**config.mk**
```make
export PLATFORM = sky130hd
export DESIGN_NAME = packet_lane_top
export DESIGN_NICKNAME = d
export VERILOG_FILES = /design/src/logic/switch_cfg_pkg.sv /design/src/logic/packet_pkg.sv /design/src/logic/packet_source.sv /design/src/logic/packet_fifo.sv /design/src/logic/packet_egress.sv /design/src/logic/packet_lane_top.sv
export SDC_FILE = /design/constraint.sdc
export NUM_CORES = 2
export LEC_CHECK = 0
export CAP_MARGIN = 20
export CORE_MARGIN = 2
export CORE_UTILIZATION = 58
export DETAILED_ROUTE_END_ITERATION = 10
export DONT_BUFFER_PORTS = 1
export PLACE_DENSITY = 0.76
export RECOVER_POWER = 50
export SLEW_MARGIN = 10
export SYNTH_ARGS = -nofsm -noshare
export SYNTH_HDL_FRONTEND = slang
export SYNTH_HIERARCHICAL = 1
export SYNTH_SLANG_ARGS = --single-unit
```
**constraint.sdc**
```tcl
create_clock -name clk -period 4.7 [get_ports clk]
set_input_delay 0.47 -clock clk [delete_from_list [all_inputs] [get_ports clk]]
set_output_delay 0.47 -clock clk [all_outputs]
set_load 0.01 [all_outputs]
```
**src/logic/switch_cfg_pkg.sv**
```systemverilog
package switch_cfg_pkg;

    ////////////////////
    // lane sizing.
    ////////////////////

    localparam int DATA_WIDTH      = 32; // bits per packet word.
    localparam int PORT_COUNT      = 16;
    localparam int PRIORITY_LEVELS = 8;
    localparam int LENGTH_MAX      = 256; // number of length codes, zero is not used.

    // field widths follow from the counts above.
    localparam int WIDTH_SEL      = $clog2(PORT_COUNT);
    localparam int WIDTH_PRIORITY = $clog2(PRIORITY_LEVELS);
    localparam int WIDTH_LENGTH   = $clog2(LENGTH_MAX);

    ////////////////////
    // packet FIFO.
    ////////////////////

    localparam int FIFO_DEPTH     = 64;
    localparam int FIFO_PTR_WIDTH = $clog2(FIFO_DEPTH); // depth is a power of two, pointers wrap.

endpackage

```
**src/logic/packet_pkg.sv**
```systemverilog
package packet_pkg;

    import switch_cfg_pkg::*;

    ////////////////////
    // word format.
    ////////////////////

    // the header keeps its fields at the top, the rest is padding.
    localparam int HDR_PAD_WIDTH = DATA_WIDTH - WIDTH_SEL - WIDTH_PRIORITY - WIDTH_LENGTH;

    // payload words carry source, destination and a running index.
    localparam int SEQ_WIDTH = DATA_WIDTH - 2 * WIDTH_SEL;

    // one word, read either as a header or as a payload word.
    // the start flag alongside the word tells which view applies.
    typedef union packed {
        struct packed {
            logic [WIDTH_SEL-1:0]      dest;
            logic [WIDTH_PRIORITY-1:0] prio;
            logic [WIDTH_LENGTH-1:0]   length;
            logic [HDR_PAD_WIDTH-1:0]  pad; // always zero.
        } hdr;
        struct packed {
            logic [WIDTH_SEL-1:0] src;
            logic [WIDTH_SEL-1:0] dest;
            logic [SEQ_WIDTH-1:0] seq;
        } pay;
    } packet_word_t;

endpackage

```
**src/logic/packet_source.sv**
```systemverilog
`timescale 1ns/1ps

module packet_source
    import switch_cfg_pkg::*, packet_pkg::*;
#(
    parameter int unsigned tx_port = 0
) (
    input  logic                      clk,
    input  logic                      rst_n,

    input  logic                      req,
    output logic                      ack,
    input  logic [WIDTH_SEL-1:0]      dest,
    input  logic [WIDTH_PRIORITY-1:0] prio,
    input  logic [WIDTH_LENGTH-1:0]   length,

    output logic                      wr_vld,
    output logic                      wr_sop,
    output logic                      wr_eop,
    output packet_word_t              wr_data,
    input  logic                      full
);

    // one-hot state bit positions.
    localparam int S_IDLE = 0;
    localparam int S_HDR  = 1;
    localparam int S_SEND = 2;
    localparam int S_DONE = 3;
    localparam int S_ACK  = 4;

    logic [4:0] state_q;
    logic [4:0] state_d;

    logic [WIDTH_SEL-1:0]      dest_q;
    logic [WIDTH_PRIORITY-1:0] prio_q;
    logic [WIDTH_LENGTH-1:0]   len_q;
    logic [WIDTH_LENGTH-1:0]   seq_q;

    logic wr_ok;
    logic last_word;

    assign wr_ok     = wr_vld && !full; // the FIFO takes the word this cycle.
    assign last_word = seq_q == len_q - 1'b1;

    ////////////////////
    // state machine.
    ////////////////////

    always_comb begin
        state_d = '0;
        case (1'b1)
            state_q[S_IDLE]: begin
                if (req) state_d[S_HDR] = 1'b1;
                else     state_d[S_IDLE] = 1'b1;
            end
            state_q[S_HDR]: begin
                if (wr_ok) state_d[S_SEND] = 1'b1;
                else       state_d[S_HDR] = 1'b1;
            end
            state_q[S_SEND]: begin
                if (wr_ok && last_word) state_d[S_DONE] = 1'b1;
                else                    state_d[S_SEND] = 1'b1;
            end
            state_q[S_DONE]: state_d[S_ACK] = 1'b1;
            state_q[S_ACK]: begin
                // ack stays up until the requester lets go of req.
                if (req) state_d[S_ACK] = 1'b1;
                else     state_d[S_IDLE] = 1'b1;
            end
            default: state_d[S_IDLE] = 1'b1;
        endcase
    end

    always_ff @(posedge clk or negedge rst_n) begin
        if (!rst_n) begin
            state_q <= 5'(1 << S_IDLE);
        end else begin
            state_q <= state_d;
        end
    end

    // command is captured once, the requester may change it after ack.
    always_ff @(posedge clk) begin
        if (state_q[S_IDLE] && req) begin
            dest_q <= dest;
            prio_q <= prio;
            len_q  <= length;
        end
    end

    always_ff @(posedge clk or negedge rst_n) begin
        if (!rst_n) begin
            seq_q <= '0;
        end else if (state_q[S_IDLE]) begin
            seq_q <= '0;
        end else if (state_q[S_SEND] && wr_ok) begin
            seq_q <= seq_q + 1'b1; // only accepted words advance the index.
        end
    end

    ////////////////////
    // write side.
    ////////////////////

    assign wr_vld = state_q[S_HDR] || state_q[S_SEND];
    assign wr_sop = state_q[S_HDR];
    assign wr_eop = state_q[S_SEND] && last_word;
    assign ack    = state_q[S_ACK];

    always_comb begin
        wr_data = '0;
        if (state_q[S_HDR]) begin
            wr_data.hdr.dest   = dest_q;
            wr_data.hdr.prio   = prio_q;
            wr_data.hdr.length = len_q;
            wr_data.hdr.pad    = '0;
        end else begin
            wr_data.pay.src  = WIDTH_SEL'(tx_port);
            wr_data.pay.dest = dest_q;
            wr_data.pay.seq  = SEQ_WIDTH'(seq_q);
        end
    end

    // the requester keeps its command steady until the handshake completes.
    a_cmd_stable: assert property (@(posedge clk) disable iff (!rst_n)
        req && $past(req) && !$past(ack) |-> $stable({dest, prio, length}));

    a_len_nonzero: assert property (@(posedge clk) disable iff (!rst_n)
        state_q[S_IDLE] && req |-> length != '0);

endmodule

```
**src/logic/packet_fifo.sv**
```systemverilog
`timescale 1ns/1ps

module packet_fifo
    import switch_cfg_pkg::*;
(
    input  logic                  clk,
    input  logic                  rst_n,

    input  logic                  wr_vld,
    input  logic                  wr_sop,
    input  logic                  wr_eop,
    input  logic [DATA_WIDTH-1:0] wr_data,
    output logic                  full,

    output logic                  rd_vld,
    output logic                  rd_sop,
    output logic                  rd_eop,
    output logic [DATA_WIDTH-1:0] rd_data,
    input  logic                  rd_pop
);

    // each entry holds the word plus its start and end flags.
    logic [DATA_WIDTH+1:0] mem [FIFO_DEPTH];

    logic [FIFO_PTR_WIDTH-1:0] wr_ptr;
    logic [FIFO_PTR_WIDTH-1:0] rd_ptr;
    logic [FIFO_PTR_WIDTH:0]   count; // one bit wider to reach FIFO_DEPTH.

    logic push;
    logic pop;

    assign full   = count == (FIFO_PTR_WIDTH+1)'(FIFO_DEPTH);
    assign rd_vld = count != '0;

    assign push = wr_vld && !full;
    assign pop  = rd_pop && rd_vld;

    always_ff @(posedge clk) begin
        if (push) begin
            mem[wr_ptr] <= {wr_sop, wr_eop, wr_data};
        end
    end

    always_ff @(posedge clk or negedge rst_n) begin
        if (!rst_n) begin
            wr_ptr <= '0;
            rd_ptr <= '0;
            count  <= '0;
        end else begin
            if (push) wr_ptr <= wr_ptr + 1'b1;
            if (pop)  rd_ptr <= rd_ptr + 1'b1;
            case ({push, pop})
                2'b10:   count <= count + 1'b1;
                2'b01:   count <= count - 1'b1;
                default: count <= count; // both or neither leave the level unchanged.
            endcase
        end
    end

    // show-ahead read, the head entry is always on the outputs.
    assign {rd_sop, rd_eop, rd_data} = mem[rd_ptr];

    // a refused write is offered again unchanged.
    a_hold_when_full: assert property (@(posedge clk) disable iff (!rst_n)
        wr_vld && full |=> wr_vld && $stable({wr_sop, wr_eop, wr_data}));

    a_no_pop_empty: assert property (@(posedge clk) disable iff (!rst_n)
        rd_pop |-> rd_vld);

endmodule

```
**src/logic/packet_egress.sv**
```systemverilog
`timescale 1ns/1ps

module packet_egress
    import switch_cfg_pkg::*, packet_pkg::*;
(
    input  logic                      clk,
    input  logic                      rst_n,

    input  logic                      rd_vld,
    input  logic                      rd_sop,
    input  logic                      rd_eop,
    input  packet_word_t              rd_data,
    output logic                      rd_pop,

    output logic                      out_vld,
    input  logic                      out_ready,
    output logic                      out_sop,
    output logic                      out_eop,
    output logic [DATA_WIDTH-1:0]     out_data,
    output logic [WIDTH_SEL-1:0]      out_dest,
    output logic [WIDTH_PRIORITY-1:0] out_priority
);

    logic body_q;  // low while waiting for a header.
    logic first_q; // next transfer is the first payload word.

    logic [WIDTH_SEL-1:0]      dest_q;
    logic [WIDTH_PRIORITY-1:0] prio_q;

    logic hdr_take;
    logic xfer;

    ////////////////////
    // header decode.
    ////////////////////

    assign hdr_take = !body_q && rd_vld; // the header leaves in a single cycle.

    always_ff @(posedge clk) begin
        if (hdr_take) begin
            dest_q <= rd_data.hdr.dest;
            prio_q <= rd_data.hdr.prio;
        end
    end

    always_ff @(posedge clk or negedge rst_n) begin
        if (!rst_n) begin
            body_q  <= 1'b0;
            first_q <= 1'b0;
        end else if (hdr_take) begin
            body_q  <= 1'b1;
            first_q <= 1'b1;
        end else if (xfer) begin
            first_q <= 1'b0;
            if (rd_eop) body_q <= 1'b0; // back to header phase after the last word.
        end
    end

    ////////////////////
    // payload stream.
    ////////////////////

    // the FIFO head is passed straight through, so a stall keeps it in place.
    assign out_vld  = body_q && rd_vld;
    assign xfer     = out_vld && out_ready;
    assign rd_pop   = hdr_take || xfer;

    assign out_data     = rd_data;
    assign out_sop      = first_q;
    assign out_eop      = rd_eop;
    assign out_dest     = dest_q;
    assign out_priority = prio_q;

    // a packet in the FIFO always starts with its header.
    a_hdr_has_sop: assert property (@(posedge clk) disable iff (!rst_n)
        hdr_take |-> rd_sop);

    a_out_hold: assert property (@(posedge clk) disable iff (!rst_n)
        out_vld && !out_ready |=> out_vld && $stable(out_data));

endmodule

```
**src/logic/packet_lane_top.sv**
```systemverilog
`timescale 1ns/1ps

module packet_lane_top
    import switch_cfg_pkg::*, packet_pkg::*;
(
    input  logic                      clk,
    input  logic                      rst_n,

    input  logic                      req,
    output logic                      ack,
    input  logic [WIDTH_SEL-1:0]      dest,
    input  logic [WIDTH_PRIORITY-1:0] prio,
    input  logic [WIDTH_LENGTH-1:0]   length,

    output logic                      out_vld,
    input  logic                      out_ready,
    output logic                      out_sop,
    output logic                      out_eop,
    output logic [DATA_WIDTH-1:0]     out_data,
    output logic [WIDTH_SEL-1:0]      out_dest,
    output logic [WIDTH_PRIORITY-1:0] out_priority
);

    // source to FIFO.
    logic         wr_vld;
    logic         wr_sop;
    logic         wr_eop;
    packet_word_t wr_data;
    logic         full;

    // FIFO to egress.
    logic                  rd_vld;
    logic                  rd_sop;
    logic                  rd_eop;
    logic [DATA_WIDTH-1:0] rd_data;
    logic                  rd_pop;

    packet_source #(
        .tx_port (5)
    ) u_source (
        .clk     (clk),
        .rst_n   (rst_n),
        .req     (req),
        .ack     (ack),
        .dest    (dest),
        .prio    (prio),
        .length  (length),
        .wr_vld  (wr_vld),
        .wr_sop  (wr_sop),
        .wr_eop  (wr_eop),
        .wr_data (wr_data),
        .full    (full)
    );

    packet_fifo u_fifo (
        .clk     (clk),
        .rst_n   (rst_n),
        .wr_vld  (wr_vld),
        .wr_sop  (wr_sop),
        .wr_eop  (wr_eop),
        .wr_data (wr_data),
        .full    (full),
        .rd_vld  (rd_vld),
        .rd_sop  (rd_sop),
        .rd_eop  (rd_eop),
        .rd_data (rd_data),
        .rd_pop  (rd_pop)
    );

    packet_egress u_egress (
        .clk          (clk),
        .rst_n        (rst_n),
        .rd_vld       (rd_vld),
        .rd_sop       (rd_sop),
        .rd_eop       (rd_eop),
        .rd_data      (rd_data),
        .rd_pop       (rd_pop),
        .out_vld      (out_vld),
        .out_ready    (out_ready),
        .out_sop      (out_sop),
        .out_eop      (out_eop),
        .out_data     (out_data),
        .out_dest     (out_dest),
        .out_priority (out_priority)
    );

endmodule

```
== Yosys cells after proc, flatten, opt, wreduce, memory -nomap -nowiden ==
Memories as Yosys holds them, arrays and structs flattened.
Index checks and enable logic that the tools add are counted.
Cells by class
  add/subtract/negate cells: 6
  equal/unequal tests: 4
  mux-type cells: 34
  reductions and logical operators: 19
Operator list (number)
  2-to-1 mux 32 bit: 1
  2-to-1 mux 1 bit: 30
  2-to-1 mux 8 bit: 2
  one-hot mux 7 bit (2 select lines): 1
  adder 6 x 1 -> 6 bit (second input constant): 2
  logical AND 1 bit: 9
  adder 8 x 1 -> 8 bit (second input constant): 1
  == test 8 bit: 1
  nonzero test 2 bit: 4
  subtractor 8 x 1 -> 8 bit (second input constant): 1
  adder 7 x 1 -> 7 bit (second input constant): 1
  == test 7 bit (second input constant): 1
  nonzero test 7 bit: 1
  subtractor 7 x 1 -> 7 bit (second input constant): 1
  == test 2 x 1 -> 1 bit (second input constant): 1
  == test 2 bit (second input constant): 1
  zero test 1 bit: 2
  logical OR 1 bit: 2
  AND reduction 2 bit: 1
Storage, ports and cells
  register bits: 56
  RAM bits: 2176
  input port bits: 19
  output and inout bits: 43
  word-level logic and storage cells: 76
  memories: 1
Memory list
  u_fifo.mem: depth 64, width 34, rd ports 1, clocked after memory_dff 0, wr ports 1, RTL line packet_fifo.sv:23  | logic [DATA_WIDTH+1:0] mem [FIFO_DEPTH];

== Longest topological paths before layout ==
  depth in word-level cells: 8
  depth in mapped cells: 14
  mapped depth without buffers: 14

== Hierarchy ==
Netlist, hierarchy kept.
Modules (own cells, without submodules)
  packet_fifo: instances 1, cells each 3651, area each 83951.8 um2, seq. area each 65818.1 um2
  packet_source: instances 1, cells each 139, area each 1524.0 um2, seq. area each 777.0 um2
  packet_egress: instances 1, cells each 50, area each 573.0 um2, seq. area each 260.2 um2

== Worst setup path before layout ==
OpenSTA, ideal clock, no wires.
  path kind: reg2reg
  start: register u_source.len_q[2]
  end: memory u_fifo/mem[0][32] in the netlist's numbering (data pin)
  library setup time: 681 ps
  arrival time: 3691 ps
  data required time: 4019 ps
  path slack: 328 ps
  cell stages (with the launch flop): 5
  path buffers: 0
  clock period less this slack: 4372 ps
  cell sequence: edfxtp_1 > or3_4 > o31ai_1 > nand3_1 > nor3_1
On the way
  longest elaborated chain between the ends: 3
Ends and longest elaborated chain
  start: declaration: RTL line packet_source.sv:36  | logic [WIDTH_LENGTH-1:0] len_q;
  start signal: assignment: RTL line packet_source.sv:87  | len_q <= length;
  subtractor 8 x 1 -> 8 bit: RTL line packet_source.sv:43  | assign last_word = seq_q == len_q - 1'b1;
  == test 8 bit: RTL line packet_source.sv:43
  logical AND 1 bit: RTL line packet_source.sv:107  | assign wr_eop = state_q[S_SEND] && last_word;
  via wr_eop: RTL line packet_lane_top.sv:27  | logic wr_eop;
  end: declaration: RTL line packet_fifo.sv:23
The timed path passes the listed nets, and every way through them passes these cells.

== Worst setup path after layout ==
  start: register u_fifo.rd_ptr[1]
  end: output out_data[24]
On the way
  longest elaborated chain between the ends: 1
Ends and longest elaborated chain
  start: declaration: RTL line packet_fifo.sv:26  | logic [FIFO_PTR_WIDTH-1:0] rd_ptr;
  start signal: assignment: RTL line packet_fifo.sv:51  | if (pop) rd_ptr <= rd_ptr + 1'b1;
  memory read (64 x 34 bit)
  end: declaration: RTL line packet_lane_top.sv:19  | output logic [DATA_WIDTH-1:0] out_data,
No other way between the ends.

==> summary.md <==
| Metric | Value |
|---|---|
| Hold Path Class | `input port to flip-flop` |
| TritonCTS clock tree | `built` |
| First-pass GRT wire length | `302.2 mm` |
| Setup ws final | `-0.07761 ns` |
| Area Growth Syn to Fin | `11.39%` |
| Pins Over Slew Limit | `around 1000` |
| I/O Buffers | `0` |
| Starting density of the core | `58.37%` |
| First DRT Iteration DRCs | `between 6000 and 7000` |
| Initial antenna violation count | `7` |
| IO Pins | `62` |
| Antenna-violating nets left | `0` |
| Crit end category | `primary output` |
| CTS Buffer Depth | `3` |
| Final setup fails | `2` |
| CTS Buf Count | `between 150 and 200` |
| Critical Path Start Type | `flip-flop` |
| Die area | `147300 µm²` |
| Area of the multi-input gates | `17720 µm²` |
| Fillers | `8859` |
| Pre-antenna DRT Iters | `6` |
| Synth Area per Inst | `approximately 22 µm²` |
| Max-cap violations | `30` |
| Worst Skew | `0.02522 ns` |
| Slew headroom | `-112.7%` |
| DR WL/cell | `35.38 µm` |
| Cell chain of the critical path | `buf_4 -> mux4_2 -> a2111oi_0 -> nor3_1` |
| CP Data Arrival Time | `4.31 ns` |
| Register area | `64950 µm²` |
| Failing checks | `max-capacitance violations, max-slew violations, negative setup slack` |
| Hold Slack | `0.2490 ns` |
| Setup CP Type | `flip-flop to primary output` |
| Fmax | `209.3 MHz` |
| GRT overflow | `0` |
| Final period utilization | `101.7%` |
| Final Hold Viols | `0` |
| Via count | `41517` |
| DR vias/cell | `6.922` |
| Drt drc | `0` |
| Fin cells | `around 6000` |
| Final Wtd Congestion | `0.8897` |
| Worst-margin pin slew | `roughly 3.2 ns` |
| Critical path's slowest cell | `a2111oi_0` |
| CP Buf/Inv Count | `1` |
| Number of H-tree levels | `4` |
| Routed WL | `between 200 and 250 mm` |
| Commonest non-fill, non-tap cell in the layout | `edfxtp_1` |
| Clk slew on worst S/H paths | `around 0.06 ns` |
| Vias in the first global route | `41885` |
| Die W | `383.8 µm` |
| Ys Warns | `6` |
| Layout cells sized above 1 | `26.10%` |
| Post-CTS Setup Inserts | `0` |
| Gr usage total | `29.21%` |
| Minimum clock period | `4.778 ns` |
| Synthesized instance count | `3745` |
| Worst Path Required | `4.23 ns` |
| CTS root buf | `clkbuf_16` |
| Delay of the slowest cell on the worst path | `1.07 ns` |
| PwrDens | `594.4 nW/µm²` |
| Leak pwr | `29.48 nW` |
| DP HPWL | `116.2 mm` |
| Clock Sinks | `~2200` |
| Dominant delay contributor by cell family on the critical path | `compound AO/OA/AOI/OAI gates` |
| Status | `complete, but fails checks` |
| Clock Latency Late Sink | `0.83 ns` |
| Placed Instances | `5611` |
| Syn Std Cell Area | `83650 µm²` |
| Core area | `roughly 140000 µm²` |
| Crit path max fanout | `39` |
| Largest net degree at the start of global routing | `69` |
| Most frequent cells in the layout | `edfxtp_1 (2134), mux4_2 (524), clkbuf_16 (200)` |
| Die height | `383.8 µm` |
| RSZ-0062 raised after global routing | `false` |
| Maximum vdd drop | `585.2 µV` |
| Nets | `3956` |
| Row Count | `139` |
## worst register-to-register path: stages, from the launching register on
cell and delay [ns]:
dfrtp_1 0.37, clkbuf_1 0.60, nor2b_1 2.56, buf_4 0.72
## where the power goes
group	internal, mW	switching [mW]
logic	6.65	10.2
clock network	8.46	6.82
registers	22.6	0.671
## layer usage
metal | global-route usage [%] | vias up | wire length, µm
li1 | - | 16113 | -
met3 | 7.394 | 521 | 27100
met1 | 39.83 | 21765 | 74180
met2 | 46.03 | 3116 | 102700
met4 | 11.34 | 2 | 8265
met5 | 0 | - | 13
## layout make-up
| type | count | area share (%) |
|---|---|---|
| Clock inverter | 109 | 0.9157 |
| Multi-Input combinational cell | 1325 | 19.02 |
| Timing Repair Buffer | 222 | 2.160 |
| Antenna cell | 3 | 0.008056 |
| Clock buffer | 255 | 5.592 |
| Inverter | 13 | 0.05237 |
| Tap cell | 1903 | 2.555 |
| Sequential cell | 2168 | 69.70 |
## registers in the layout, indices dropped and copies added (netlist names)
signal,cells
u_source/seq_q,8
u_fifo/mem,2112
u_fifo/rd_ptr,6
u_source/state_q,5
u_source/prio_q,3
u_egress/out_sop,1
u_source/dest_q,4
u_egress/out_priority,3
u_egress/body_q,1
u_egress/out_dest,4
u_fifo/count,7
u_fifo/wr_ptr,6
u_source/len_q,8
## path summary, 6_finish.rpt
kind | depth (start not counted) | endpoint | start | slack, ns
min in group asynchronous | 2 | u_source/state_q[4] | rst_n | 0.89
setup / recovery | 4 | out_data[24] | u_fifo/rd_ptr[1] | -0.08
setup reg to reg | 3 | u_fifo/mem[33][7] | u_source/state_q[1] | 0.17
hold reg to reg | 1 | u_fifo/wr_ptr[2] | u_fifo/wr_ptr[2] | 0.52
hold / removal | 5 | u_fifo/rd_ptr[4] | out_ready | 0.25
max in group asynchronous | 2 | u_fifo/rd_ptr[2] | rst_n | 2.25
## repair_timing
action / 4_1_cts / 5_1_grt
hold endpoints to repair: 53 / 0
endpoints found under the setup margin: 0 / 1
gates resized for setup: 0 / 1
hold buffers: 19 / 0
## per-stage QoR
step | power (mW) | worst slack [ns] | area (µm²) | utilization (%) | setup TNS, ns
after floorplan | 34.53 | 0.3281 | 83680 | - | 0
after global placement | 39.72 | 0.9583 | 87150 | 60.81 | 0
after detailed placement | 39.99 | 0.9425 | 87180 | 60.84 | 0
after CTS | 55.28 | 0.08128 | 93450 | 65.21 | 0
after global routing | 56.80 | 0.02854 | 93180 | 65.02 | 0
final | 55.39 | -0.07761 | 93180 | 65.02 | -0.08325
Power figures use the tool's default switching activity.
